===== config.mk =====
export PLATFORM = sky130hd
export DESIGN_NAME = umi_req_decode
export DESIGN_NICKNAME = d
export VERILOG_FILES = /design/src/hw/umi_pkg.sv /design/src/hw/umi_req_decode.sv
export SDC_FILE = /design/constraint.sdc
export NUM_CORES = 1
export LEC_CHECK = 0
export ABC_AREA = 0
export BUFFER_PORTS_ARGS = -buffer_cell sky130_fd_sc_hd__buf_2
export CAP_MARGIN = 20
export CORE_AREA = 2 2 154 156
export DETAILED_ROUTE_END_ITERATION = 7
export DIE_AREA = 0 0 156 158
export HOLD_SLACK_MARGIN = 0.08
export PLACE_DENSITY = 0.4
export SLEW_MARGIN = 20
export SYNTH_ARGS = -nofsm -noshare
export SYNTH_HDL_FRONTEND = slang
export SYNTH_SLANG_ARGS = --single-unit

===== constraint.sdc =====
create_clock -name clk -period 3.5 [get_ports clk]
set_input_delay 0.35 -clock clk [delete_from_list [all_inputs] [get_ports clk]]
set_output_delay 0.35 -clock clk [all_outputs]
set_load 0.1 [all_outputs]

===== src/hw/umi_pkg.sv =====
package umi_pkg;

	// Packet and field widths
	localparam int UMI_PKT_W  = 256;
	localparam int UMI_OPC_W  = 8;
	localparam int UMI_TAG_W  = 8;
	localparam int UMI_ADDR_W = 32;
	localparam int UMI_DATA_W = 64;

	// Word index of a byte address, 8 bytes per word
	localparam int UMI_WORD_W = UMI_ADDR_W - 3;

	// Field positions inside a packet
	localparam int UMI_OPC_LSB  = 0;
	localparam int UMI_TAG_LSB  = 8;
	localparam int UMI_ADDR_LSB = 16;
	localparam int UMI_DATA_LSB = 48;

	// Unused upper bits of a packet
	localparam int UMI_PAD_W = UMI_PKT_W - UMI_DATA_W - UMI_ADDR_W - UMI_TAG_W - UMI_OPC_W;

	// Write trace, address above data
	localparam int TRACE_W = UMI_ADDR_W + UMI_DATA_W;

	typedef logic [UMI_PKT_W-1:0] umi_pkt_t;

	typedef enum logic [UMI_OPC_W-1:0] {
		OP_READ         = 8'h01,
		OP_RESP_READ    = 8'h02,
		OP_WRITE        = 8'h03,
		OP_RESP_WRITE   = 8'h04,
		OP_WRITE_POSTED = 8'h05,
		OP_RESP_ERROR   = 8'h0f
	} umi_opcode_t;

	// Request class after decode
	typedef enum logic [1:0] {
		KIND_READ,
		KIND_WRITE,
		KIND_POSTED,
		KIND_ERROR
	} umi_kind_t;

	// Decoded request, decoder to target
	typedef struct packed {
		umi_kind_t              kind;
		logic [UMI_TAG_W-1:0]   tag;
		logic [UMI_ADDR_W-1:0]  addr;
		logic [UMI_WORD_W-1:0]  word;
		logic [UMI_DATA_W-1:0]  data;
	} umi_req_t;

	// Response layout, same bit positions as a request packet
	typedef struct packed {
		logic [UMI_PAD_W-1:0]   pad;
		logic [UMI_DATA_W-1:0]  data;
		logic [UMI_ADDR_W-1:0]  addr;
		logic [UMI_TAG_W-1:0]   tag;
		umi_opcode_t            opcode;
	} umi_resp_t;

endpackage


===== src/hw/umi_req_decode.sv =====
module umi_req_decode
	import umi_pkg::*;
#(
	parameter int MEM_WORDS = 256
) (
	input  logic     clk,
	input  logic     rst_n,

	input  umi_pkt_t pkt,
	input  logic     pkt_valid,
	output logic     pkt_ready,

	output umi_req_t req,
	output logic     req_valid,
	input  logic     req_ready,

	output logic     trap
);

	logic [UMI_OPC_W-1:0]  opc;
	logic [UMI_TAG_W-1:0]  tag;
	logic [UMI_ADDR_W-1:0] addr;
	logic [UMI_DATA_W-1:0] data;
	logic [UMI_WORD_W-1:0] word;

	logic     illegal;
	logic     bad_addr;
	logic     load;
	umi_req_t req_n;

	// Field extraction, upper packet bits are ignored
	assign opc  = pkt[UMI_OPC_LSB  +: UMI_OPC_W];
	assign tag  = pkt[UMI_TAG_LSB  +: UMI_TAG_W];
	assign addr = pkt[UMI_ADDR_LSB +: UMI_ADDR_W];
	assign data = pkt[UMI_DATA_LSB +: UMI_DATA_W];
	assign word = addr[UMI_ADDR_W-1:3];

	assign bad_addr = (addr[2:0] != 3'b000) || (word >= UMI_WORD_W'(MEM_WORDS));

	// Output register is empty or drains this cycle
	assign pkt_ready = !req_valid || req_ready;
	assign load      = pkt_valid && pkt_ready;

	always_comb begin
		illegal    = 1'b0;
		req_n.tag  = tag;
		req_n.addr = addr;
		req_n.word = word;
		req_n.data = data;
		case (opc)
			OP_READ:         req_n.kind = KIND_READ;
			OP_WRITE:        req_n.kind = KIND_WRITE;
			OP_WRITE_POSTED: req_n.kind = KIND_POSTED;
			default: begin
				req_n.kind = KIND_ERROR;
				illegal    = 1'b1;
			end
		endcase
		// Bad address turns a legal request into an error, no trap
		if (bad_addr) begin
			req_n.kind = KIND_ERROR;
		end
	end

	always_ff @(posedge clk) begin
		if (load) begin
			req <= req_n;
		end
	end

	always_ff @(posedge clk) begin
		if (!rst_n) begin
			req_valid <= 1'b0;
			trap      <= 1'b0;
		end else begin
			// High only in the first cycle the bad request sits on req
			trap <= load && illegal;
			if (load) begin
				req_valid <= 1'b1;
			end else if (req_ready) begin
				req_valid <= 1'b0;
			end
		end
	end

endmodule


# ---- After elaboration in Yosys (flattened, before gate mapping)
# Cells that the tools add are included.
dict set report totals {
  in_bits 260
  reg_bits 137
  out_inout_bits 138
  wordCells 23
}
dict set report op_classes {
  order_cmp 1
  reduce_logical 8
  n_eq_ne 3
  n_mux 4
}
# op n
set ops {}
lappend ops {{>= comparator 29 x 9 -> 1 bit, second input constant} 1}
lappend ops {{== test 8 x 1 -> 1 bit, second input constant} 1}
lappend ops {{== test 8 x 2 -> 1 bit, second input constant} 1}
lappend ops {{== test 8 x 3 -> 1 bit, second input constant} 1}
lappend ops {{one-hot mux 2 bit (3 select lines)} 1}
lappend ops {{2-to-1 mux 1 bit} 3}
lappend ops {{nonzero test 3 bit} 1}
lappend ops {{OR reduction 3 bit} 1}
lappend ops {{logical AND 1 bit} 2}
lappend ops {{logical OR 1 bit} 2}
lappend ops {{nonzero test 2 bit} 1}
lappend ops {{logical NOT 1 bit} 1}

# ---- Longest topological paths before layout
# Gate-level depths: netlist of run 1.
dict set report depth {
  ltp_word 4
  mapped_depth 3
  ltp_nobuf 3
}

# ---- Worst setup path after synthesis of run 1
# OpenSTA, ideal clock, no wires.
dict set report synth_path {
  path_type {register to register}
  from {register req_valid}
  to {register req[0] (netlist bit) (enable)}
  arrival_ns 4.139
  synth_period_minus_slack_ns 4.615
  setup_slack_ns -1.115
  path_buffers 0
  path_stages_with_launch 3
  cell_sequence {dfxtp_1 nand2b_1 and2_1}
}
dict set report synth_between {
  elab_chain_len 3
}
# item line
set synth_lines {}
lappend synth_lines {{start: declaration} umi_req_decode.sv:14} ;# output logic req_valid,
lappend synth_lines {{start signal: assignment} umi_req_decode.sv:73} ;# req_valid <= 1'b0;
lappend synth_lines {{start signal: assignment} umi_req_decode.sv:79} ;# req_valid <= 1'b1;
lappend synth_lines {{start signal: assignment} umi_req_decode.sv:81} ;# req_valid <= 1'b0;
lappend synth_lines {{logical NOT 1 bit} umi_req_decode.sv:41} ;# assign pkt_ready = !req_valid || req_ready;
lappend synth_lines {{logical OR 1 bit} umi_req_decode.sv:41}
lappend synth_lines {{named net pkt_ready} umi_req_decode.sv:11} ;# output logic pkt_ready,
lappend synth_lines {{logical AND 1 bit} umi_req_decode.sv:42} ;# assign load = pkt_valid && pkt_ready;
lappend synth_lines {{named net load} umi_req_decode.sv:28} ;# logic load;
lappend synth_lines {{end signal: assignment} umi_req_decode.sv:67} ;# req <= req_n;
lappend synth_lines {{end: declaration} umi_req_decode.sv:13} ;# output umi_req_t req,
# The timed path passes the listed nets, and every way through them passes these cells.
# A chain may end at the register's enable or synchronous reset.

# ---- Worst setup path after layout of run 1
dict set report layout_path {
  from {register req_valid}
  to {register req[52] (netlist bit) (enable)}
}
dict set report layout_between {
  elab_chain_len 3
}
# item line
set layout_lines {}
lappend layout_lines {{logical NOT 1 bit} umi_req_decode.sv:41}
lappend layout_lines {{logical OR 1 bit} umi_req_decode.sv:41}
lappend layout_lines {{logical AND 1 bit} umi_req_decode.sv:42}
lappend layout_lines {{named net load} umi_req_decode.sv:28}
# The timed path passes the listed nets, and every way through them passes these cells.

==> out/results.tsv, run 1 <==
stage	metric	value	unit
status	status	complete, no violations	
power	swShare	0.375	
detailed_routing	ant_nets	0	
critical_path	cp-end-kind	flip-flop	
placed_design	gp_congestion	0.693	
final_layout	fillers	2402	
cts	cts_buffers	9	
floorplanning	rows	56	
flow_run	max-cap-violations	0	
cts	cts_buffer_depth	2	
sta	maxSlewViolCount	0	
floorplanning	die_area	24600	um2
detailed_routing	totalWireLength	10.3	mm
cts	cts.sinks	108	
placed_design	dp_hpwl	8.13	mm
floorplanning	die_h	158	um
sta	whs	0.168	ns
logic_synthesis	ys_seq_area_frac	0.904	
logic_synthesis	synth.avg_cell_area	22.7	um2
sta	finalHoldViolCount	0	
critical_path	worst_ep_arrival_time	1.83	ns
detailed_routing	wl_per_cell	15.0	um
sta	tightest_slew	0.660	ns
sta	period_needed	1.81	ns
power	p_clk_frac	0.292	
sta	setup_viol	0	
logic_synthesis	synth.ff_latch_count	108	
logic_synthesis	synth_edf_count	106	
logic_synthesis	syn_area	3570	um2
global_route	antenna_found_initial	5	
power	p_leak	0.00221	uW
cts	cts_root_buf	clkbuf_16	
sta	finalSetupTns	0	ns
hold_path	hp-class	primary input to flip-flop	
logic_synthesis	yosysTopAreaCell	edfxtp_1	
sta	rsz0062_at_grt	false	
critical_path	critPathRequiredTime	3.52	ns
power	powerDensity	640	nW/um2
global_route	grt_max_degree	61	
logic_synthesis	synthCells	157	
power	power.internal	2120	uW
logic_synthesis	synth_area_leaders	edfxtp_1, buf_4, dfxtp_1, nor4_1, or4_1	
power	power_frac_comb	0.255	
logic_synthesis	ys.flop_type	edfxtp_1	
placed_design	port_buffers	253	
sta	finalCritPeriodShare	0.518	
power	vdd_ir_drop_max	178	uV
critical_path	path_max_fanout	60	
final_layout	finalNetCount	653	
power	pwr-share-seq	0.453	
cts	cts.htree.levels	3	
floorplanning	core	23100	um2
detailed_routing	routed_via_density	3.39	
final_layout	drive_gt1_frac	0.678	
cts	postCtsSetupRepairBufs	0	
cts	clkSlewWorstSetupHoldPaths	0.08	ns
critical_path	crit_type	flip-flop to flip-flop	
logic_synthesis	yosysMostFrequentCell	edfxtp_1	
logic_synthesis	ys_top_cells_by_count	edfxtp_1, buf_4, nor4_1	
detailed_routing	drcViolationCount	0	
logic_synthesis	synth_nets	417	
cts	cts-hold-fix-buffers	0	
detailed_routing	drtIter0Drc	95	
sta	relSlewSlack	0.560	
logic_synthesis	synth.top_cell.area_share	0.892	
final_layout	syn2layout_area_growth	48.2	%
logic_synthesis	ys_async_sr_fraction	0	
cts	cts_tree	built	
detailed_routing	vias	2337	
power	p_sw	1270	uW
floorplanning	boundaryPins	398	
critical_path	cp-start-kind	flip-flop	
global_route	grt_pass1_wl	14.5	mm
logic_synthesis	ys_warn_count	0	
global_route	grt_pass1_vias	2427	
global_route	grt_use_total	0.0825	
cts	cts.repair.resized	0	
logic_synthesis	post_synth_num_cell_types	16	
sta	skew	0.00687	ns
global_route	overflow	0	
floorplanning	initial_core_util	0.155	
sta	max_freq	551	MHz
detailed_routing	drtPass1Iterations	4	
floorplanning	die_w	156	um
cts	clk_latency	0.35	ns
## metal layers
layer / wire [um] / up-vias / GRT usage
li1: - / 1057 / -
met5: 13 / - / 0
met4: 195 / 2 / 0.0406
met1: 4070 / 1069 / 0.0961
met2: 4220 / 197 / 0.116
met3: 1840 / 12 / 0.0547
## layout make-up
| type | instances | area [um2] | area share |
|---|---|---|---|
| inverters | 1 | 3.75 | 0.000710 |
| multi-input cells | 19 | 125 | 0.0237 |
| diodes | 1 | 2.50 | 0.000473 |
| well taps | 290 | 363 | 0.0686 |
| repair buffers | 254 | 1290 | 0.243 |
| clock inverters | 6 | 53.8 | 0.0102 |
| flip-flops and latches | 108 | 3220 | 0.610 |
| clock buffers | 10 | 229 | 0.0433 |
## power groups by stage
stage | combinational (uW) | sequential [uW] | clock, uW
after CTS | 871 | 1530 | 1040
after global routing | 891 | 1540 | 1090
after global placement | 872 | 1560 | 0
final | 864 | 1530 | 988
after floorplan | 197 | 2080 | 0
after detailed placement | 872 | 1560 | 0
## flip-flops by register name, indices dropped and copies added (netlist names)
register	count
req	106
req_valid	1
trap	1
## cell families (layout without fill, tap and decap cells)
group,after synthesis,in the layout,share of synthesized area
compound gates,2,2,0.00456
buf+inv,30,271,0.0621
flops,108,108,0.904
other cells,0,1,0
simple gates,17,17,0.0298
## stage by stage
step,utilization,std cells,total power (uW),area (um2),setup slack (ns)
after floorplan,-,157,2280,3570,0.0111
after global placement,0.217,672,2430,5000,1.46
after detailed placement,0.217,672,2430,5000,1.45
after CTS,0.229,688,3450,5280,1.63
after global routing,0.229,688,3530,5280,1.52
final,0.229,689,3380,5290,1.69
## worst paths after layout
kind	from	endpoint	slack [ns]	cells after the start
worst min register to register	req_valid	req_valid	0.58	2
worst min-delay path	pkt[97]	req[49]	0.17	1
worst max register to register	req_valid	req[52]	1.69	3
worst max-delay path	req_valid	req[52]	1.69	3
## critical path, cell delays in order, from the launching register on
cell	delay (ns)
dfxtp_1	0.32
nand2b_1	0.12
and2_4	0.57
buf_12	0.35
## layout by cell type (no fill, tap or decap), drive strengths merged
cell type	n
nor4	6
dfxtp	2
inv	5
or4b	1
nand3	1
diode	1
nor2	1
a21boi	1
edfxtp	106
clkbuf	10
or4	2
nand2b	1
and2	1
nand4	1
nand2	1
buf	254
or3	2
clkinv	2
a2111oi	1
(Power assumes the default switching activity.)
==> run 2, diff against run 1 <==
- clock period: 3.5 -> 1.66 ns (I/O delays scaled with it)
==> run 2 against run 1 <==
Compared with the run above: sequential share of layout area fell by 11 points; register-to-register slack got worse by 1.3 ns; critical endpoint is now req[134]; sequential cell count did not move; core utilization rose by 4.9 points; sequential power increased by 110%; final area is 21% higher; critical path type is now primary input to flip-flop; wire length up 7.6%; worst hold slack worse by 0.068 ns; total power up 120%; non-clock buffer count rose by 110.
==> out/results.tsv, run 2 (synthesis gave the netlist of run 1 again) <==
stage	metric	value	unit	change
detailed_routing	ant_nets	0		unchanged
cts	clkSlewWorstSetupHoldPaths	0.08	ns	about the same
cts	cts.htree.levels	3		unchanged
sta	tightest_slew	0.573	ns	-0.0870 ns
placed_design	pre_cts_ws	-0.205	ns	-1.65 ns
cts	cts_root_buf	clkbuf_16		
detailed_routing	wl_per_cell	13.9	um	-7.1%
power	power	7360	uW	+120%
floorplanning	die_h	158	um	unchanged
status	status	complete, no violations		
final_layout	fillers	2331		-3.0%
critical_path	critPathRequiredTime	1.75	ns	-1.77 ns
global_route	grt_max_degree	63		+3.3%
final_layout	reg.largest.list	req: 106 flops, req_valid: 1 flops, trap: 1 flops		
final_layout	syn2layout_area_growth	79.9	%	
sta	finalHoldViolCount	0		unchanged
cts	cts_buffer_depth	2		unchanged
global_route	grt_pass1_vias	2854		+18%
detailed_routing	routed-wl-met3	1.38	mm	-25%
cts	cts.sinks	108		unchanged
flow_run	max-cap-violations	0		unchanged
detailed_routing	drtPass1Iterations	4		unchanged
sta	rsz0062_at_grt	false		
global_route	grt_use_total	0.0883		+0.00582
power	vdd_ir_drop_max	417	uV	+130%
final_layout	finalNetCount	763		+17%
sta	maxSlewViolCount	0		unchanged
sta	setup_ws	0.0616	ns	-1.62 ns
critical_path	crit_type	primary input to flip-flop		
sta	finalSetupTns	0	ns	unchanged
power	powerDensity	1150	nW/um2	+79%
placed_design	placed_cells	674		+0.30%
critical_path	cp-start-kind	primary input		
detailed_routing	top_layer	met4		
final_layout	antennaDiodeCount	0		-1
final_layout	final_common_cell	buf_2		
critical_path	reg2regPathDepth	3		unchanged
critical_path	startpoint	pkt[47]		
final_layout	largest_reg_flops	106		unchanged
detailed_routing	met2_length	5.09	mm	+20%
sta	skew	0.00890	ns	+0.00203 ns
final_layout	top_register	req		
global_route	overflow	0		unchanged
cts	cts_tree	built		
detailed_routing	totalWireLength	11.1	mm	+7.6%
hold_path	hp-class	primary input to flip-flop		
critical_path	rr_startpoint	req_valid		
floorplanning	die_w	156	um	unchanged
sta	setup_viol	0		unchanged
detailed_routing	wl_met1	4.52	mm	+11%
floorplanning	die_area	24600	um2	unchanged
cts	cts_buffers	9		unchanged
floorplanning	core	23100	um2	unchanged
detailed_routing	routed_via_density	3.44		+1.6%
power	p_leak	0.00268	uW	+21%
critical_path	cp-end-kind	flip-flop		
sta	max_freq	626	MHz	
detailed_routing	drcViolationCount	0		unchanged
floorplanning	boundaryPins	398		unchanged
detailed_routing	vias	2749		+18%
placed_design	gp_congestion	0.659		-4.9%
floorplanning	initial_core_util	0.155		unchanged
placed_design	port_buffers	253		unchanged
critical_path	worst_ep_arrival_time	1.69	ns	-0.14 ns
critical_path	path_max_fanout	2		-97%
critical_path	r2r-end	req[33]		
global_route	grt_pass1_wl	16.0	mm	+10%
sta	finalCritPeriodShare	0.963		
detailed_routing	drtIter0Drc	91		-4.2%
sta	period_needed	1.60	ns	
critical_path	crit_end	req[134]		
floorplanning	rows	56		unchanged
global_route	antenna_found_initial	0		-5
final_layout	layout.cells.non_filler	798		+16%
cts	clk_latency	0.35	ns	about the same
critical_path	rrSetupSlack	0.38	ns	-1.31 ns
sta	relSlewSlack	0.621		+0.0606
final_layout	drive_gt1_frac	0.543		-0.135
final_layout	layout_common_cells	buf_2, dlygate4sd3_1, edfxtp_1, clkbuf_16, nor4_1		
-- run 2: how the worst min path moves through the flow --
stage / from / to / slack, ns / cells past startpoint
4_1_cts: pkt[7] / trap / 0.08 / 3
3_5_place_dp: pkt[111] / req[63] / 0.34 / 1
3_3_place_gp: pkt[72] / req[24] / 0.34 / 1
5_1_grt: req_ready / req_valid / 0.11 / 3
2_1_floorplan: pkt[48] / req[0] / 0.26 / 0
6_report: pkt[7] / trap / 0.1 / 3
-- run 2: metal layers --
layer / up-vias / GRT usage
met1: 1280 / 0.100
met2: 183 / 0.137
met5: - / 0
li1: 1277 / -
met4: 0 / 0.0328
met3: 9 / 0.0520
-- run 2: critical path, stage by stage --
cell,delay (ns)
dlygate4sd3_1,0.53
buf_2,0.13
nor4_1,0.18
nand4_1,0.24
or3_4,0.45
-- run 2: per-stage QoR --
stage	instance area [um2]	hold WS, ns	utilization
after floorplan	3580	0.265	-
after global placement	5040	0.342	0.219
after detailed placement	5040	0.344	0.219
after CTS	6410	0.0806	0.278
after global routing	6420	0.106	0.278
final	6420	0.0996	0.278
-- run 2: layout make-up --
type	instances	area (um2)	area share
sequential	108	3230	0.503
timing repair buffer	364	2390	0.373
tap	290	363	0.0565
clock buffer	9	225	0.0351
multi-input combinational	19	144	0.0224
clock inverter	7	60.1	0.00936
inverter	1	3.75	0.000585
-- run 2: repair_timing --
item / 4_1_cts / 5_1_grt
hold endpoints to repair: 106 / 0
hold buffers: 108 / 0
setup buffers: 0 / 0
endpoints found under the setup margin: 0 / 1
resized for setup: 0 / 2
-- run 2: where the power goes --
part           internal, uW  switching, uW  total, uW  leakage (uW)
Clock                  1040           1050       2090      0.000137
Sequential             3180           50.9       3230       0.00104
Combinational           403           1630       2040       0.00150
==> run 3, diff against run 2 <==
- CTS_CLUSTER_SIZE: unset -> 16
- PLACE_DENSITY: 0.4 -> 0.39
- clock period: 1.66 -> 2 ns (I/O delays scaled with it)
==> run 3 against run 2 <==
Compared with the run above: cell count shrank 0.38%; setup slack gained 0.15 ns; critical path depth is the same; largest power group unchanged; via count is essentially flat; combinational power shrank 17%; sequential share of layout area grew 0.41 points; critical path type unchanged; highest routed layer is now met5; core utilization shrank 0.22 points; clock skew shrank 0.0021 ns.
==> out/results.tsv, run 3 (synthesis gave the netlist of run 1 again) <==
stage	metric	value	unit	change
final_layout	finalNetCount	760		-0.39%
power	p_leak	0.00266	uW	-0.72%
final_layout	largest_reg_flops	106		unchanged
final_layout	antennaDiodeCount	0		unchanged
power	vdd_ir_drop_max	328	uV	-21%
hold_path	hp-class	primary input to flip-flop		
critical_path	cp-end-kind	flip-flop		
cts	clk_latency	0.35	ns	about the same
hold_path	holdCritStartpoint	pkt[7]		
critical_path	rr_startpoint	req_valid		
sta	skew	0.00676	ns	-0.00214 ns
cts	cts_buffer_depth	2		unchanged
placed_design	gp_congestion	0.673		+2.0%
detailed_routing	wl_per_cell	14.3	um	+2.2%
critical_path	rrSetupSlack	0.53	ns	+0.15 ns
global_route	grt_use_total	0.0897		+0.00140
power	power	6110	uW	-17%
critical_path	reg2regPathDepth	3		unchanged
floorplanning	initial_core_util	0.155		unchanged
critical_path	critPathRequiredTime	2.10	ns	+0.35 ns
placed_design	port_buffers	253		unchanged
global_route	grt_pass1_wl	16.2	mm	+1.3%
final_layout	reg.largest.list	req: 106 flops, req_valid: 1 flops, trap: 1 flops		
detailed_routing	vias	2750		+0.036%
sta	setup_viol	0		unchanged
final_layout	multiInputGateArea	133	um2	-7.8%
final_layout	final_common_cell	buf_2		
global_route	overflow	0		unchanged
detailed_routing	drcViolationCount	0		unchanged
sta	rsz0062_at_grt	false		
critical_path	path_max_fanout	2		unchanged
detailed_routing	totalWireLength	11.3	mm	+1.9%
detailed_routing	ant_nets	0		unchanged
final_layout	layout.cells.non_filler	795		-0.38%
detailed_routing	drtPass1Iterations	4		unchanged
power	powerDensity	960	nW/um2	-16%
final_layout	drive_gt1_frac	0.539		-0.00469
cts	cts.htree.levels	3		unchanged
cts	cts_tree	built		
cts	cts.sinks	108		unchanged
final_layout	top_register	req		
detailed_routing	drtIter0Drc	120		+32%
sta	relSlewSlack	0.600		-0.0206
cts	cts.repair.resized	0		unchanged
hold_path	whs_path_depth	3		unchanged
final_layout	register_area	3230	um2	unchanged
global_route	grt_pass1_vias	2848		-0.21%
critical_path	worst_ep_arrival_time	1.89	ns	+0.20 ns
global_route	antenna_found_initial	1		+1
final_layout	layout_common_cells	buf_2, dlygate4sd3_1, edfxtp_1, clkbuf_16, nor4_1		
cts	cts_buffers	9		unchanged
placed_design	place_area	5010	um2	-0.55%
hold_path	hold_path_end	trap		
floorplanning	boundaryPins	398		unchanged
global_route	grt_max_degree	107		+70%
cts	cts_root_buf	clkbuf_16		
status	status	complete, no violations		
final_layout	syn2layout_area_growth	78.5	%	
sta	setup_ws	0.208	ns	+0.147 ns
sta	maxSlewViolCount	0		unchanged
sta	finalCritPeriodShare	0.896		
cts	clkSlewWorstSetupHoldPaths	0.08	ns	about the same
critical_path	crit_type	primary input to flip-flop		
sta	max_freq	558	MHz	
critical_path	r2r-end	req[47]		
floorplanning	core	23100	um2	unchanged
floorplanning	rows	56		unchanged
final_layout	fillers	2323		-0.34%
flow_run	max-cap-violations	0		unchanged
floorplanning	die_h	158	um	unchanged
critical_path	cp-start-kind	primary input		
placed_design	pre_cts_ws	0.0861	ns	+0.291 ns
sta	finalHoldViolCount	0		unchanged
sta	tightest_slew	0.600	ns	+0.0270 ns
final_layout	finalInstanceArea	6370	um2	-0.80%
placed_design	placed_cells	672		-0.30%
detailed_routing	routed_via_density	3.46		+0.41%
sta	period_needed	1.79	ns	
cts	postCtsSetupRepairBufs	0		unchanged
floorplanning	die_w	156	um	unchanged
floorplanning	die_area	24600	um2	unchanged
run 3: changes by cell type in the layout (fill, tap and decap cells not counted):
cell           change
buf_12             -1
buf_4              -1
clkbuf_1           +1
clkinv_1           -1
clkinv_4           -2
dlygate4sd3_1      -1
inv_6              +3
inv_8              -1
nor4_1             +1
nor4_2             -1
or3_1              +1
or3_4              -1
run 3: per-stage QoR:
stage                      util  hold WS (ns)  setup TNS [ns]
after floorplan               -         0.299           -3.76
after global placement    0.217         0.376               0
after detailed placement  0.217         0.378               0
after CTS                 0.276         0.101               0
after global routing      0.276         0.148               0
final                     0.276         0.116               0
run 3: final cells by class:
class                      instances  area share
clock inverter                     6     0.00845
sequential                       108       0.507
tap                              290      0.0570
inverter                           1    0.000590
clock buffer                      10      0.0360
timing repair buffer             361       0.370
multi-input combinational         19      0.0208
run 3: what timing repair did:
item / 4_1_cts / 5_1_grt
setup endpoints to repair: 0 / 0
hold buffers: 107 / 0
hold endpoints to repair: 106 / 0
run 3: how the worst max path moves through the flow:
stage,startpoint,end,cells after the start,slack (ns)
CTS,pkt[45],req[134],5,0.16
finish,pkt[45],req[134],5,0.21
global route,pkt[45],req[134],5,0.16
global placement,pkt[3],req[133],4,0.10
floorplan,req_valid,req[0],2,-0.04
detailed placement,pkt[3],req[134],4,0.09
run 3: where the power goes:
part,switching (uW),leakage [uW],internal (uW)
clock network,867,0.000136,872
logic,1360,0.00148,327
registers,45.0,0.00104,2640
run 3: worst max-delay path, cell delays in order:
cell	delay, ns
dlygate4sd3_1	0.54
buf_2	0.13
nor4_1	0.39
nand4_1	0.21
or3_1	0.41
run 3: metal layers:
layer / global-route usage / share of wire / up-vias
li1: - / - / 1269
met1: 0.110 / 0.45 / 1283
met2: 0.138 / 0.44 / 182
met3: 0.0443 / 0.10 / 14
met4: 0.0301 / 0.012 / 2
met5: 0 / 0.00097 / -
