[src/hw/umi_fifo.sv]
module umi_fifo #(
	parameter type PAYLOAD    = logic [7:0],
	parameter int  FIFO_DEPTH = 4
) (
	input  logic   clk,
	input  logic   rst_n,

	input  PAYLOAD in_data,
	input  logic   in_valid,
	output logic   in_ready,

	output PAYLOAD out_data,
	output logic   out_valid,
	input  logic   out_ready
);

	localparam int PTR_W = (FIFO_DEPTH > 1) ? $clog2(FIFO_DEPTH) : 1;
	localparam int CNT_W = $clog2(FIFO_DEPTH + 1);

	PAYLOAD mem [FIFO_DEPTH];

	logic [PTR_W-1:0] wr_ptr;
	logic [PTR_W-1:0] rd_ptr;
	logic [CNT_W-1:0] count;

	logic push;
	logic pop;

	// Both readies come from the count alone
	assign in_ready  = (count != CNT_W'(FIFO_DEPTH));
	assign out_valid = (count != '0);
	assign out_data  = mem[rd_ptr];

	assign push = in_valid && in_ready;
	assign pop  = out_valid && out_ready;

	always_ff @(posedge clk) begin
		if (push) begin
			mem[wr_ptr] <= in_data;
		end
	end

	always_ff @(posedge clk) begin
		if (!rst_n) begin
			wr_ptr <= '0;
			rd_ptr <= '0;
			count  <= '0;
		end else begin
			// Pointers wrap at the last slot, depth need not be a power of two
			if (push) begin
				if (wr_ptr == PTR_W'(FIFO_DEPTH - 1)) begin
					wr_ptr <= '0;
				end else begin
					wr_ptr <= wr_ptr + 1'b1;
				end
			end
			if (pop) begin
				if (rd_ptr == PTR_W'(FIFO_DEPTH - 1)) begin
					rd_ptr <= '0;
				end else begin
					rd_ptr <= rd_ptr + 1'b1;
				end
			end
			case ({push, pop})
				2'b10: count <= count + 1'b1;
				2'b01: count <= count - 1'b1;
				default: count <= count;
			endcase
		end
	end

endmodule

[config.mk]
export PLATFORM = sky130hd
export DESIGN_NAME = umi_fifo
export DESIGN_NICKNAME = d
export VERILOG_FILES = /design/src/hw/umi_fifo.sv
export SDC_FILE = /design/constraint.sdc
export NUM_CORES = 1
export LEC_CHECK = 0
export BUFFER_PORTS_ARGS = -buffer_cell sky130_fd_sc_hd__buf_4
export CAP_MARGIN = 5
export CELL_PAD_IN_SITES_DETAIL_PLACEMENT = 1
export CELL_PAD_IN_SITES_GLOBAL_PLACEMENT = 2
export CORE_MARGIN = 2
export CORE_UTILIZATION = 46
export CTS_BUF_LIST = sky130_fd_sc_hd__clkbuf_4
export DETAILED_ROUTE_END_ITERATION = 16
export GPL_ROUTABILITY_DRIVEN = 0
export PLACE_DENSITY = 0.93
export SLEW_MARGIN = 15
export SYNTH_ARGS = -nofsm -noshare
export SYNTH_HDL_FRONTEND = slang
export SYNTH_SLANG_ARGS = --single-unit
[constraint.sdc]
create_clock -name clk -period 4.3 [get_ports clk]
set_clock_uncertainty 0.05 [all_clocks]
set_input_delay 0.86 -clock clk [delete_from_list [all_inputs] [get_ports clk]]
set_output_delay 0.86 -clock clk [all_outputs]
set_load 0.01 [all_outputs]
# Word-level counts from Yosys, hierarchy flattened
# Memory sizes are Yosys's and may differ from the RTL's. A register that Yosys moved wholly into a read port is not among the register bits.
# Index checks and enable logic that the tools add are counted.
[word_totals] ff_bits=7 ram_bits=32 out_inout_bits=10 wordCells=24 mem_count=1
[memory_table] memory="mem" depth=4 word_bits=8 rd=1 rd_ports_with_merged_regs=1 write_ports=1 line="20" rtl="PAYLOAD mem [FIFO_DEPTH];"
[op_classes] add_sub_neg=4 n_eq_ne=5 muxes=7 n_reduce_logical=4
[op_table] cell="$mux 2" n=4
[op_table] cell="$eq 2x2->1 const B" n=3
[op_table] cell="$pmux 3 s2" n=1
[op_table] cell="$add 2x1->2 const B" n=2
[op_table] cell="$add 3x1->3 const B" n=1
[op_table] cell="$ne 3x3->1 const B" n=1
[op_table] cell="$reduce_bool 3->1" n=1
[op_table] cell="$sub 3x1->3 const B" n=1
[op_table] cell="$eq 2x1->1 const B" n=1
[op_table] cell="$logic_and 1x1->1" n=2
[op_table] cell="$mux 1" n=2
[op_table] cell="$reduce_bool 2->1" n=1

# Logic depth before layout (Yosys ltp)
# Gate-level depths: netlist of run 1.
[logic_depth] ltp_word=4 mapped_depth=10 mapped_depth_nobuf=9

# Worst setup path after synthesis of run 1
# Ideal clock, no wire load.
[synth_timing] path_kind="register to register" startpoint="register count[2]" endpoint="register count[2]" setup_ns=0.070 arrival_ns=2.282 required_ns=4.180 slack_ns=1.898 stages_incl_launch_ff=11 path_cell_list="dfxtp_1 or3b_1 buf_6 and2_4 inv_1 ha_1 inv_1 fa_1 xor2_1 or3_2 a21boi_1"
[synth_via] elab_chain_cells=4 elab_cells_between_ends=10 classes_between="add/sub: 2; eq/ne: 3; mux: 1; reduce/logical: 4"
[synth_lines] item="start: declaration" line="24" rtl="logic [CNT_W-1:0] count;"
[synth_lines] item="start signal: assignment" line="65" rtl="2'b10: count <= count + 1'b1;"
[synth_lines] item="start signal: assignment" line="66" rtl="2'b01: count <= count - 1'b1;"
[synth_lines] item="start signal: assignment" line="67" rtl="default: count <= count;"
[synth_lines] item="$ne 3x3->1 *" line="30" rtl="assign in_ready = (count != CNT_W'(FIFO_DEPTH));"
[synth_lines] item="via in_ready" line="10" rtl="output logic in_ready,"
[synth_lines] item="$logic_and 1x1->1 *" line="34" rtl="assign push = in_valid && in_ready;"
[synth_lines] item="$eq 2x1->1 or $eq 2x2->1 (tied branches)" line="64" rtl="case ({push, pop})"
[synth_lines] item="$pmux 3 s2 or $reduce_bool 2->1 (tied branches)"
# The timed path passes the listed nets; every way through them passes the cells marked *.
# A chain may end at the register's enable or synchronous reset.

==> results of run 1 <==
-- sequential cells by signal, summed over array words and instances (netlist names), named ones only --
name,cells
wr_ptr,2
count,3
mem,32
rd_ptr,2
-- placed cells by master, fill, tap and decap left out --
master,synthesis,final
nor2_1,2,2
and3_2,3,3
buf_4,0,21
clkinvlp_4,0,1
and2_4,1,1
clkbuf_4,0,5
and2_1,2,2
nand3_1,2,2
o21ai_1,1,1
fa_1,1,1
o21ai_0,4,4
inv_1,7,7
mux2i_1,1,1
xnor2_1,1,1
edfxtp_1,32,32
xor2_1,1,1
or3_2,2,2
dfxtp_1,9,9
clkinv_2,0,2
a21boi_1,1,1
or3b_1,1,1
mux4_2,8,8
ha_1,6,6
nand2_1,6,6
and3_1,1,1
o31ai_1,1,1
nand4_1,1,1
-- path summary, 6_finish.rpt --
check	cells past startpoint	slack, ps	from	endpoint
worst min register to register	2	480	wr_ptr[1]	wr_ptr[1]
worst max register to register	9	1720	count[2]	count[2]
worst min-delay path	2	480	wr_ptr[1]	wr_ptr[1]
worst max-delay path	2	1630	register	out_data[7]
-- cell families after synthesis --
kind of cell | Yosys count | share of synthesized area
xor+xnor | 2 | 0.0106
buf+inv | 11 | 0.0303
mux | 9 | 0.115
flops | 41 | 0.690
compound gates | 7 | 0.0242
simple gates | 21 | 0.0726
fa+ha+maj | 7 | 0.0575
-- Yosys cell counts --
library cell and n:
and3_2 3, inv_1 7, and3_1 1, nand4_1 1
or3_2 2, xor2_1 1, nor2_1 2, a21boi_1 1
o21ai_1 1, and2_1 2, fa_1 1, buf_6 1
xnor2_1 1, or3b_1 1, mux2i_1 1, buf_2 1
ha_1 6, mux4_2 8, o31ai_1 1, nand2_1 6
and2_4 1, edfxtp_1 32, nand3_1 2, dfxtp_1 9
o21ai_0 4, clkbuf_1 1, buf_1 1
-- power groups by stage --
stage / combinational, W / sequential, W / clock (W)
after CTS: 0.000302 / 0.000540 / 0.000185
after global routing: 0.000331 / 0.000546 / 0.000205
after detailed placement: 0.000300 / 0.000548 / 0
final: 0.000296 / 0.000537 / 0.000179
after floorplan: 0.000213 / 0.000512 / 0
after global placement: 0.000284 / 0.000542 / 0
-- routing by layer --
layer / wire [µm] / vias to the layer above
li1: - / 414
met1: 1120 / 460
met2: 1750 / 21
met3: 111 / 5
met4: 42 / 0
met5: 0 / -
-- layout make-up --
class / instances / area, µm² / area share
well taps: 46 / 57.6 / 0.0303
clock inverters: 3 / 17.5 / 0.00922
clock buffers: 5 / 37.5 / 0.0197
multi-input cells: 46 / 463 / 0.244
flip-flops and latches: 41 / 1140 / 0.600
inverters: 7 / 26.3 / 0.0138
repair buffers: 21 / 158 / 0.0829
-- worst min-delay path, cell delays in order (launching register included) --
cell	delay [ps]
dfxtp_1	370
nand2_1	70
mux2i_1	50
-- stage by stage --
step / worst slack (ps) / utilization / std cells / power (W) / hold WS [ps]
final: 1630 / 0.561 / 169 / 0.00101 / 478
after global routing: 1480 / 0.561 / 169 / 0.00108 / 527
after CTS: 1550 / 0.561 / 169 / 0.00103 / 488
after detailed placement: 1650 / 0.544 / 161 / 0.000848 / 472
after global placement: 1740 / 0.544 / 161 / 0.000825 / 446
after floorplan: 1900 / - / 98 / 0.000725 / 418
==> metrics.csv, run 1 <==
stage,metric,value,unit
yosys,syn nets,117,
critical_path,Critical Path AT,1760,ps
floorplan,DIE WIDTH,64.0,µm
pwr,clock network power share,0.177,
timing,fin crit share,0.620,
clocking,CTS Sinks,41,
timing,Worst-Margin Slew,685,ps
yosys,post-synthesis cell count,98,
drt,via-per-instance ratio,5.33,
critical_path,crit path max fanout,8,
yosys,Post-Syn Area,1650,µm²
timing,unrepaired setup endpoints after global routing,false,
drt,DRT Pass-1 Iters,4,
floorplan,die height,64.0,µm
global_routing,initial antenna violation count,0,
placed_design,Placed Area,1850,µm²
pwr,worst vdd ir,0.230,mV
yosys,ranking of synthesized cells by area,"edfxtp_1, dfxtp_1, mux4_2, ha_1, inv_1",
final_layout,fillcell total,325,
drt,Routed Antenna Nets,0,
yosys,post-synthesis register bit count,41,
global_routing,GR Util met1,0.193,
timing,count of final setup violators,0,
floorplan,Starting Density,0.488,
clocking,post-cts hold buffer count,0,
global_routing,vias in the first global route,999,
clocking,Max Buffers Root-to-Sink,2,
floorplan,Die Area,4090,µm²
yosys,dominant cell type by area after synthesis,edfxtp_1,
pwr,Power Dens Cells,533,nW/µm²
critical_path,family with the most delay on the worst path,flip-flops,
critical_path,CP Capture Type,output pin,
critical_path,CP cell instances,"mux4_2, buf_4",
yosys,Synth Warn #,0,
placed_design,I/O Buffers,21,
timing,fmax,375,MHz
global_routing,first-pass GRT wire length,5000,µm
clocking,H-tree Lvls,2,
pwr,Seq pwr share,0.531,
critical_path,kind of critical path,register to output pin,
yosys,share of the synthesized area in the top cell type,0.581,
yosys,Mean Syn Cell Area,16.9,µm²
timing,"Slew Viols, Final",0,
critical_path,startpoint types,register,
final_layout,antenna diode count,0,
global_routing,global-route usage over all layers,0.171,
floorplan,std cell rows,21,
pwr,P_leak,0.693,nW
pwr,combinational share of power,0.293,
timing,final setup TNS,0,ps
yosys,register area share after synthesis,0.690,
drt,final wirelength,3030,µm
placed_design,hpwl dp,2220,µm
global_routing,largest net degree at the start of global routing,14,
global_routing,busiest layer in global routing,met2,
final_layout,final instance area,1900,µm²
timing,final hold violation count,0,
pwr,Switch Pwr,0.000304,W
global_routing,M3 GR Usage,0.0335,
clocking,CTS Root Cell,clkbuf_4,
final_layout,layout cell share with drive strength beyond 1,0.350,
critical_path,Worst path max stage delay,680,ps
clocking,"Setup Fix Bufs, Post-CTS",0,
flow_run,MaxCap Viol Count,0,
clocking,TritonCTS buffer count,5,
floorplan,number of top-level pins,22,
clocking,CTS tree,yes,
critical_path,Buf/Inv on CP,1,
global_routing,gr ovfl total,0,
clocking,Clock Latency Late Sink,330,ps
pwr,internal power,0.000709,W
clocking,Clock transition at path regs,120,ps
timing,post-route minimum period,2670,ps
outcome,status,finished clean,
final_layout,nets,141,
critical_path,"Slowest-stage cell, CP",dfxtp_1,
drt,detailed-route via count,900,
final_layout,area delta synth->final,14.9,%
timing,relative slew slack,0.540,
floorplan,core area,3390,µm²
global_routing,met2 Usage GRT,0.315,
drt,Avg WL per Cell,17.9,µm
drt,First DRT Iteration DRCs,19,
yosys,synth unique cells,27,
clocking,CTS resizes,0,
worst_hold_path,Hold Path Class,register to register,
critical_path,critical path data required time,3390,ps
pwr,switch share,0.300,
drt,DRC Markers,0,
Note: power is estimated with default switching activity, not from simulation.
==> run 2: changes to the inputs <==
--- a/config.mk
+++ b/config.mk
@@ -10,11 +10,11 @@
 export CELL_PAD_IN_SITES_DETAIL_PLACEMENT = 1
 export CELL_PAD_IN_SITES_GLOBAL_PLACEMENT = 2
 export CORE_MARGIN = 2
-export CORE_UTILIZATION = 46
+export CORE_UTILIZATION = 43
 export CTS_BUF_LIST = sky130_fd_sc_hd__clkbuf_4
 export DETAILED_ROUTE_END_ITERATION = 16
 export GPL_ROUTABILITY_DRIVEN = 0
-export PLACE_DENSITY = 0.93
+export PLACE_DENSITY = 0.88
 export SLEW_MARGIN = 15
 export SYNTH_ARGS = -nofsm -noshare
 export SYNTH_HDL_FRONTEND = slang
==> constraint.sdc (replaced) <==
create_clock -name clk -period 2.6 [get_ports clk]
set_clock_uncertainty 0.05 [all_clocks]
set_input_delay 0.52 -clock clk [delete_from_list [all_inputs] [get_ports clk]]
set_output_delay 0.52 -clock clk [all_outputs]
set_load 0.01 [all_outputs]
==> metrics.csv, run 2 (synthesized netlist as in run 1, its figures left out) <==
stage,metric,value,unit
outcome,status,finished clean,
timing,fmax,401,MHz
floorplan,Die Area,4360,µm²
clocking,CTS Sinks,41,
timing,"Slew Viols, Final",0,
drt,DRT Pass-1 Iters,4,
critical_path,Reg2Reg Depth,9,
critical_path,FF-to-FF Start,count[1],
final_layout,"commonest non-fill, non-tap cells in the layout","edfxtp_1, buf_4, mux4_2",
final_layout,fillcell total,369,
global_routing,initial antenna violation count,0,
pwr,P_leak,0.710,nW
floorplan,DIE WIDTH,66.0,µm
drt,First DRT Iteration DRCs,55,
flow_run,MaxCap Viol Count,0,
final_layout,"commonest non-fill, non-tap cell in the layout",edfxtp_1,
final_layout,max reg flops,32,
worst_hold_path,hold path startpoint,in_data[1],
critical_path,crit path max fanout,5,
worst_hold_path,Hold Crit Depth,1,
placed_design,hpwl dp,2000,µm
critical_path,startpoint types,register,
critical_path,CP Capture Type,register,
final_layout,register area,1140,µm²
timing,relative slew slack,0.613,
floorplan,number of top-level pins,22,
final_layout,area delta synth->final,17.3,%
timing,post-route minimum period,2490,ps
critical_path,Crit path top cell by count,inv_1,
global_routing,largest net degree at the start of global routing,13,
floorplan,Starting Density,0.448,
final_layout,antenna diode count,0,
placed_design,I/O Buffers,21,
drt,final wirelength,2720,µm
timing,count of final setup violators,0,
drt,Avg WL per Cell,15.8,µm
clocking,CTS tree,yes,
critical_path,worst reg2reg setup slack,110,ps
final_layout,"Core Util, Final",0.526,
clocking,H-tree Lvls,2,
critical_path,"Slowest-stage cell, CP",or3_2,
floorplan,die height,66.0,µm
critical_path,Buf/Inv on CP,2,
timing,final hold violation count,0,
clocking,Clock Latency Late Sink,320,ps
worst_hold_path,Hold Path Class,input pin to register,
critical_path,family with the most delay on the worst path,simple AND/OR/NAND/NOR gates,
drt,detailed-route via count,861,
timing,Worst-Margin Slew,576,ps
drt,Routed Antenna Nets,0,
critical_path,critical path data required time,2820,ps
final_layout,nets,142,
critical_path,Worst path max stage delay,430,ps
clocking,post-cts hold buffer count,0,
drt,DRC Markers,0,
clocking,Max Buffers Root-to-Sink,2,
final_layout,Biggest register,mem,
global_routing,vias in the first global route,919,
drt,via-per-instance ratio,5.01,
critical_path,kind of critical path,register to register,
critical_path,Critical Path AT,2710,ps
floorplan,std cell rows,22,
worst_hold_path,Hold Path End,mem[1][1],
clocking,Clock transition at path regs,110,ps
global_routing,global-route usage over all layers,0.142,
timing,fin crit share,0.959,
final_layout,layout cell share with drive strength beyond 1,0.371,
global_routing,first-pass GRT wire length,4400,µm
critical_path,CP cell instances,"or3b_1, and2_4, inv_1, ha_1, inv_1, fa_1, xor2_1, or3_2, a21boi_2",
timing,unrepaired setup endpoints after global routing,false,
pwr,Power Dens Cells,914,nW/µm²
floorplan,core area,3690,µm²
timing,final setup TNS,0,ps
global_routing,gr ovfl total,0,
pwr,worst vdd ir,0.616,mV
clocking,TritonCTS buffer count,5,
critical_path,reg-to-reg endpoint,count[2],
clocking,CTS Root Cell,clkbuf_4,
final_layout,area of the multi-input gates,467,µm²
final_layout,biggest registers after layout,"mem (32), count (3)",
[run 2: cell types whose count changed in the layout (fill, tap and decap cells not counted)]
cell	change
a21boi_2	+1
clkinvlp_4	-1
bufinv_16	+1
clkbuf_4	+1
buf_4	+1
dfxtp_1	-2
clkinv_2	-2
a21boi_1	-1
clkinv_1	+1
dfxtp_2	+2
[run 2: cell type report]
cell class / instances / area share
tap: 48 / 0.0309
timing repair buffer: 22 / 0.0851
clock buffer: 6 / 0.0232
clock inverter: 2 / 0.0174
sequential: 41 / 0.589
multi-input combinational: 46 / 0.240
inverter: 7 / 0.0135
[run 2: worst max path at each step]
stage	to	depth (start not counted)	start
global route	count[2]	9	count[1]
detailed placement	count[2]	9	count[2]
finish	count[2]	9	count[1]
global placement	count[2]	9	count[2]
CTS	count[2]	9	count[2]
floorplan	count[2]	10	count[2]
[run 2: where the power goes]
part           switching, W  leakage, nW  internal (W)  total (W)
Clock              0.000179       0.0433      0.000211   0.000389
Combinational      0.000224        0.298      0.000277   0.000501
Sequential        0.0000811        0.368      0.000803   0.000884
[run 2: stage by stage]
stage | hold slack (ps) | power (W) | cells | area (µm²) | worst slack [ps]
final | 336 | 0.00177 | 172 | 1940 | 107
after global routing | 305 | 0.00189 | 172 | 1940 | 13.6
after CTS | 312 | 0.00180 | 172 | 1930 | 88.7
after detailed placement | 448 | 0.00141 | 164 | 1860 | 165
after global placement | 440 | 0.00137 | 164 | 1860 | 260
after floorplan | 418 | 0.00120 | 98 | 1650 | 198
[run 2: repair_timing]
action / CTS / global route
resized for setup: 0 / 3
endpoints found under the hold margin: 0 / 0
setup endpoints to repair: 0 / 1
buffers inserted: 0 / 0
[run 2: worst reg2reg max path, stage by stage, from the launching register on]
cell and delay (ps):
dfxtp_1 350, or3b_1 410, and2_4 190, inv_1 50, ha_1 190, inv_1 80, fa_1 380, xor2_1 170
or3_2 430, a21boi_2 130
[run 2: metal layers]
metal | routed length (µm) | GRT usage | share of wire | up-vias
li1 | - | - | - | 414
met1 | 1150 | 0.169 | 0.42 | 428
met2 | 1450 | 0.247 | 0.53 | 17
met3 | 108 | 0.0375 | 0.040 | 2
met4 | 18 | 0.0536 | 0.0066 | 0
met5 | 0 | 0 | 0 | -
==> run 3: changes to the inputs <==
--- a/config.mk
+++ b/config.mk
@@ -5,16 +5,18 @@
 export SDC_FILE = /design/constraint.sdc
 export NUM_CORES = 1
 export LEC_CHECK = 0
+export ABC_AREA = 1
 export BUFFER_PORTS_ARGS = -buffer_cell sky130_fd_sc_hd__buf_4
 export CAP_MARGIN = 5
 export CELL_PAD_IN_SITES_DETAIL_PLACEMENT = 1
 export CELL_PAD_IN_SITES_GLOBAL_PLACEMENT = 2
 export CORE_MARGIN = 2
-export CORE_UTILIZATION = 43
+export CORE_UTILIZATION = 42
 export CTS_BUF_LIST = sky130_fd_sc_hd__clkbuf_4
 export DETAILED_ROUTE_END_ITERATION = 16
 export GPL_ROUTABILITY_DRIVEN = 0
-export PLACE_DENSITY = 0.88
+export PLACE_DENSITY = 0.92
+export RECOVER_POWER = 50
 export SLEW_MARGIN = 15
 export SYNTH_ARGS = -nofsm -noshare
 export SYNTH_HDL_FRONTEND = slang
==> constraint.sdc (replaced) <==
create_clock -name clk -period 3 [get_ports clk]
set_clock_uncertainty 0.05 [all_clocks]
set_input_delay 0.6 -clock clk [delete_from_list [all_inputs] [get_ports clk]]
set_output_delay 0.6 -clock clk [all_outputs]
set_load 0.01 [all_outputs]
==> metrics.csv, run 3 <==
stage,metric,value,unit
outcome,status,finished clean,
critical_path,crit path max fanout,17,
final_layout,"commonest non-fill, non-tap cells in the layout","edfxtp_1, nor2_1, inv_1, o21ai_0, buf_4",
yosys,async set-or-reset flop fraction in the synthesized netlist,0,
timing,post-route minimum period,2470,ps
timing,relative slew slack,0.453,
critical_path,Critical Path AT,1820,ps
timing,final hold violation count,0,
final_layout,nets,188,
global_routing,vias in the first global route,1085,
placed_design,I/O Buffers,21,
final_layout,layout cell share with drive strength beyond 1,0.165,
critical_path,worst reg2reg setup slack,910,ps
yosys,"top cells by count, synth","edfxtp_1, nor2_1, inv_1, o21ai_0, nand2_1",
drt,via-per-instance ratio,4.93,
critical_path,critical path data required time,2350,ps
global_routing,gr ovfl total,0,
critical_path,Reg2Reg Depth,11,
clocking,H-tree Lvls,2,
clocking,CTS resizes,0,
drt,DRT Pass-1 Iters,4,
yosys,dominant cell type by area after synthesis,edfxtp_1,
critical_path,FF-to-FF Start,count[1],
yosys,Main synth FF type,edfxtp_1,
final_layout,"commonest non-fill, non-tap cell in the layout",edfxtp_1,
drt,detailed-route via count,1084,
pwr,total power,0.00173,W
floorplan,DIE WIDTH,67.5,µm
floorplan,core area,3940,µm²
critical_path,"Slowest-stage cell, CP",dfxtp_1,
yosys,Post-Syn Area,1700,µm²
timing,count of final setup violators,0,
timing,"Slew Viols, Final",0,
final_layout,"Core Util, Final",0.496,
yosys,most frequent cell after synthesis,edfxtp_1,
final_layout,Biggest register,mem,
drt,DRC Markers,0,
worst_hold_path,Hold Crit Depth,1,
flow_run,MaxCap Viol Count,0,
global_routing,largest net degree at the start of global routing,18,
yosys,post-synthesis cell count,143,
floorplan,Die Area,4560,µm²
clocking,Clock transition at path regs,120,ps
clocking,post-cts hold buffer count,0,
yosys,Post-synth EDFFs,32,
final_layout,area delta synth->final,15.4,%
critical_path,kind of critical path,register to output pin,
worst_hold_path,Hold Path End,mem[1][1],
clocking,CTS tree,yes,
clocking,"Setup Fix Bufs, Post-CTS",0,
yosys,share of the synthesized area in the top cell type,0.567,
drt,uppermost layer routed,met4,
drt,Met1 Routed Length,1460,µm
clocking,CTS Sinks,41,
floorplan,number of top-level pins,22,
clocking,Clock Latency Late Sink,350,ps
drt,wire length on met2,1750,µm
floorplan,std cell rows,23,
global_routing,first-pass GRT wire length,5440,µm
drt,final wirelength,3390,µm
worst_hold_path,hold path startpoint,in_data[1],
clocking,Max Buffers Root-to-Sink,2,
clocking,TritonCTS buffer count,5,
yosys,post-synthesis register bit count,41,
timing,fin crit share,0.823,
drt,Routed Antenna Nets,0,
yosys,register area share after synthesis,0.673,
final_layout,max reg flops,32,
critical_path,startpoint types,register,
timing,unrepaired setup endpoints after global routing,false,
drt,First DRT Iteration DRCs,39,
pwr,worst vdd ir,0.414,mV
final_layout,biggest registers after layout,"mem (32), count (3)",
yosys,synth unique cells,22,
timing,final setup TNS,0,ps
timing,Worst-Margin Slew,817,ps
final_layout,antenna diode count,0,
floorplan,die height,67.5,µm
drt,metal3 WL,119,µm
placed_design,placed insts,212,
timing,fmax,405,MHz
drt,Avg WL per Cell,15.4,µm
critical_path,Worst path max stage delay,710,ps
critical_path,CP Capture Type,output pin,
worst_hold_path,Hold Path Class,input pin to register,
floorplan,Starting Density,0.430,
final_layout,final cell count without fillers,220,
global_routing,global-route usage over all layers,0.171,
yosys,Synth Warn #,0,
critical_path,reg-to-reg endpoint,count[2],
pwr,Power Dens Cells,883,nW/µm²
critical_path,CP cell instances,"inv_2, o21ai_0, o22ai_1, buf_4",
placed_design,hpwl dp,2370,µm
yosys,Mean Syn Cell Area,11.9,µm²
final_layout,fillcell total,433,
clocking,CTS Root Cell,clkbuf_4,
yosys,syn nets,162,
yosys,ranking of synthesized cells by area,"edfxtp_1, dfxtp_1, nor2_1, ha_1, o21ai_0",
pwr,P_leak,0.751,nW
global_routing,initial antenna violation count,0,
[run 3: cell count changes in the layout (fill, tap and decap cells not counted), sizes merged, moves of 3 or more]
cell	delta
o21ai	+13
nand2	+7
clkbuf	+7
and3	-4
and2	-3
buf	-9
o22ai	+8
inv	+8
mux4	-8
nor2	+29
[run 3: area by class of cell]
type,count,area (µm²),area share
Clock buffer,5,37.5,0.0192
Clock inverter,3,65.1,0.0333
Inverter,15,56.3,0.0288
Multi-Input combinational cell,85,465,0.238
Sequential cell,41,1140,0.583
Tap cell,50,62.6,0.0320
Timing Repair Buffer,21,128,0.0653
[run 3: how the worst max path moves through the flow]
stage                   start           to  slack [ps]
finish               register  out_data[2]         530
global route         register  out_data[0]         340
CTS                  register  out_data[4]         550
detailed placement   register  out_data[4]         950
global placement    out_ready     count[2]         990
floorplan           out_ready     count[2]        1200
[run 3: kinds of logic (layout without fill, tap and decap cells)]
logic type | Yosys count | in the layout | share of synthesized area
adder cells (fa/ha/maj) | 7 | 7 | 0.0561
buffers and inverters | 17 | 44 | 0.0465
AO/OA/AOI/OAI | 29 | 29 | 0.102
AND/OR/NAND/NOR | 49 | 49 | 0.123
flip-flops | 41 | 41 | 0.673
[run 3: power by group]
group | switching [W] | internal, W
Clock | 0.000177 | 0.000258
Combinational | 0.000309 | 0.000219
Sequential | 0.0000670 | 0.000696
Total | 0.000554 | 0.00117
[run 3: stage by stage]
| stage | hold slack (ps) | setup WS, ps | area, µm² |
|---|---|---|---|
| after global routing | 453 | 336 | 1960 |
| after detailed placement | 462 | 949 | 1890 |
| after CTS | 381 | 546 | 2000 |
| after global placement | 451 | 989 | 1890 |
| final | 460 | 532 | 1960 |
| after floorplan | 429 | 1200 | 1700 |
[run 3: worst max-delay path: cells and delay by family (launching register included)]
| family | cells | cell delay, ps |
|---|---|---|
| flops | 1 | 710 |
| buf+inv | 2 | 420 |
| compound gates | 2 | 350 |
[run 3: metal layers]
layer / global-route usage / up-vias
met3: 0.0500 / 5
li1: - / 544
met4: 0.0689 / 0
met1: 0.212 / 521
met5: 0 / -
met2: 0.281 / 14
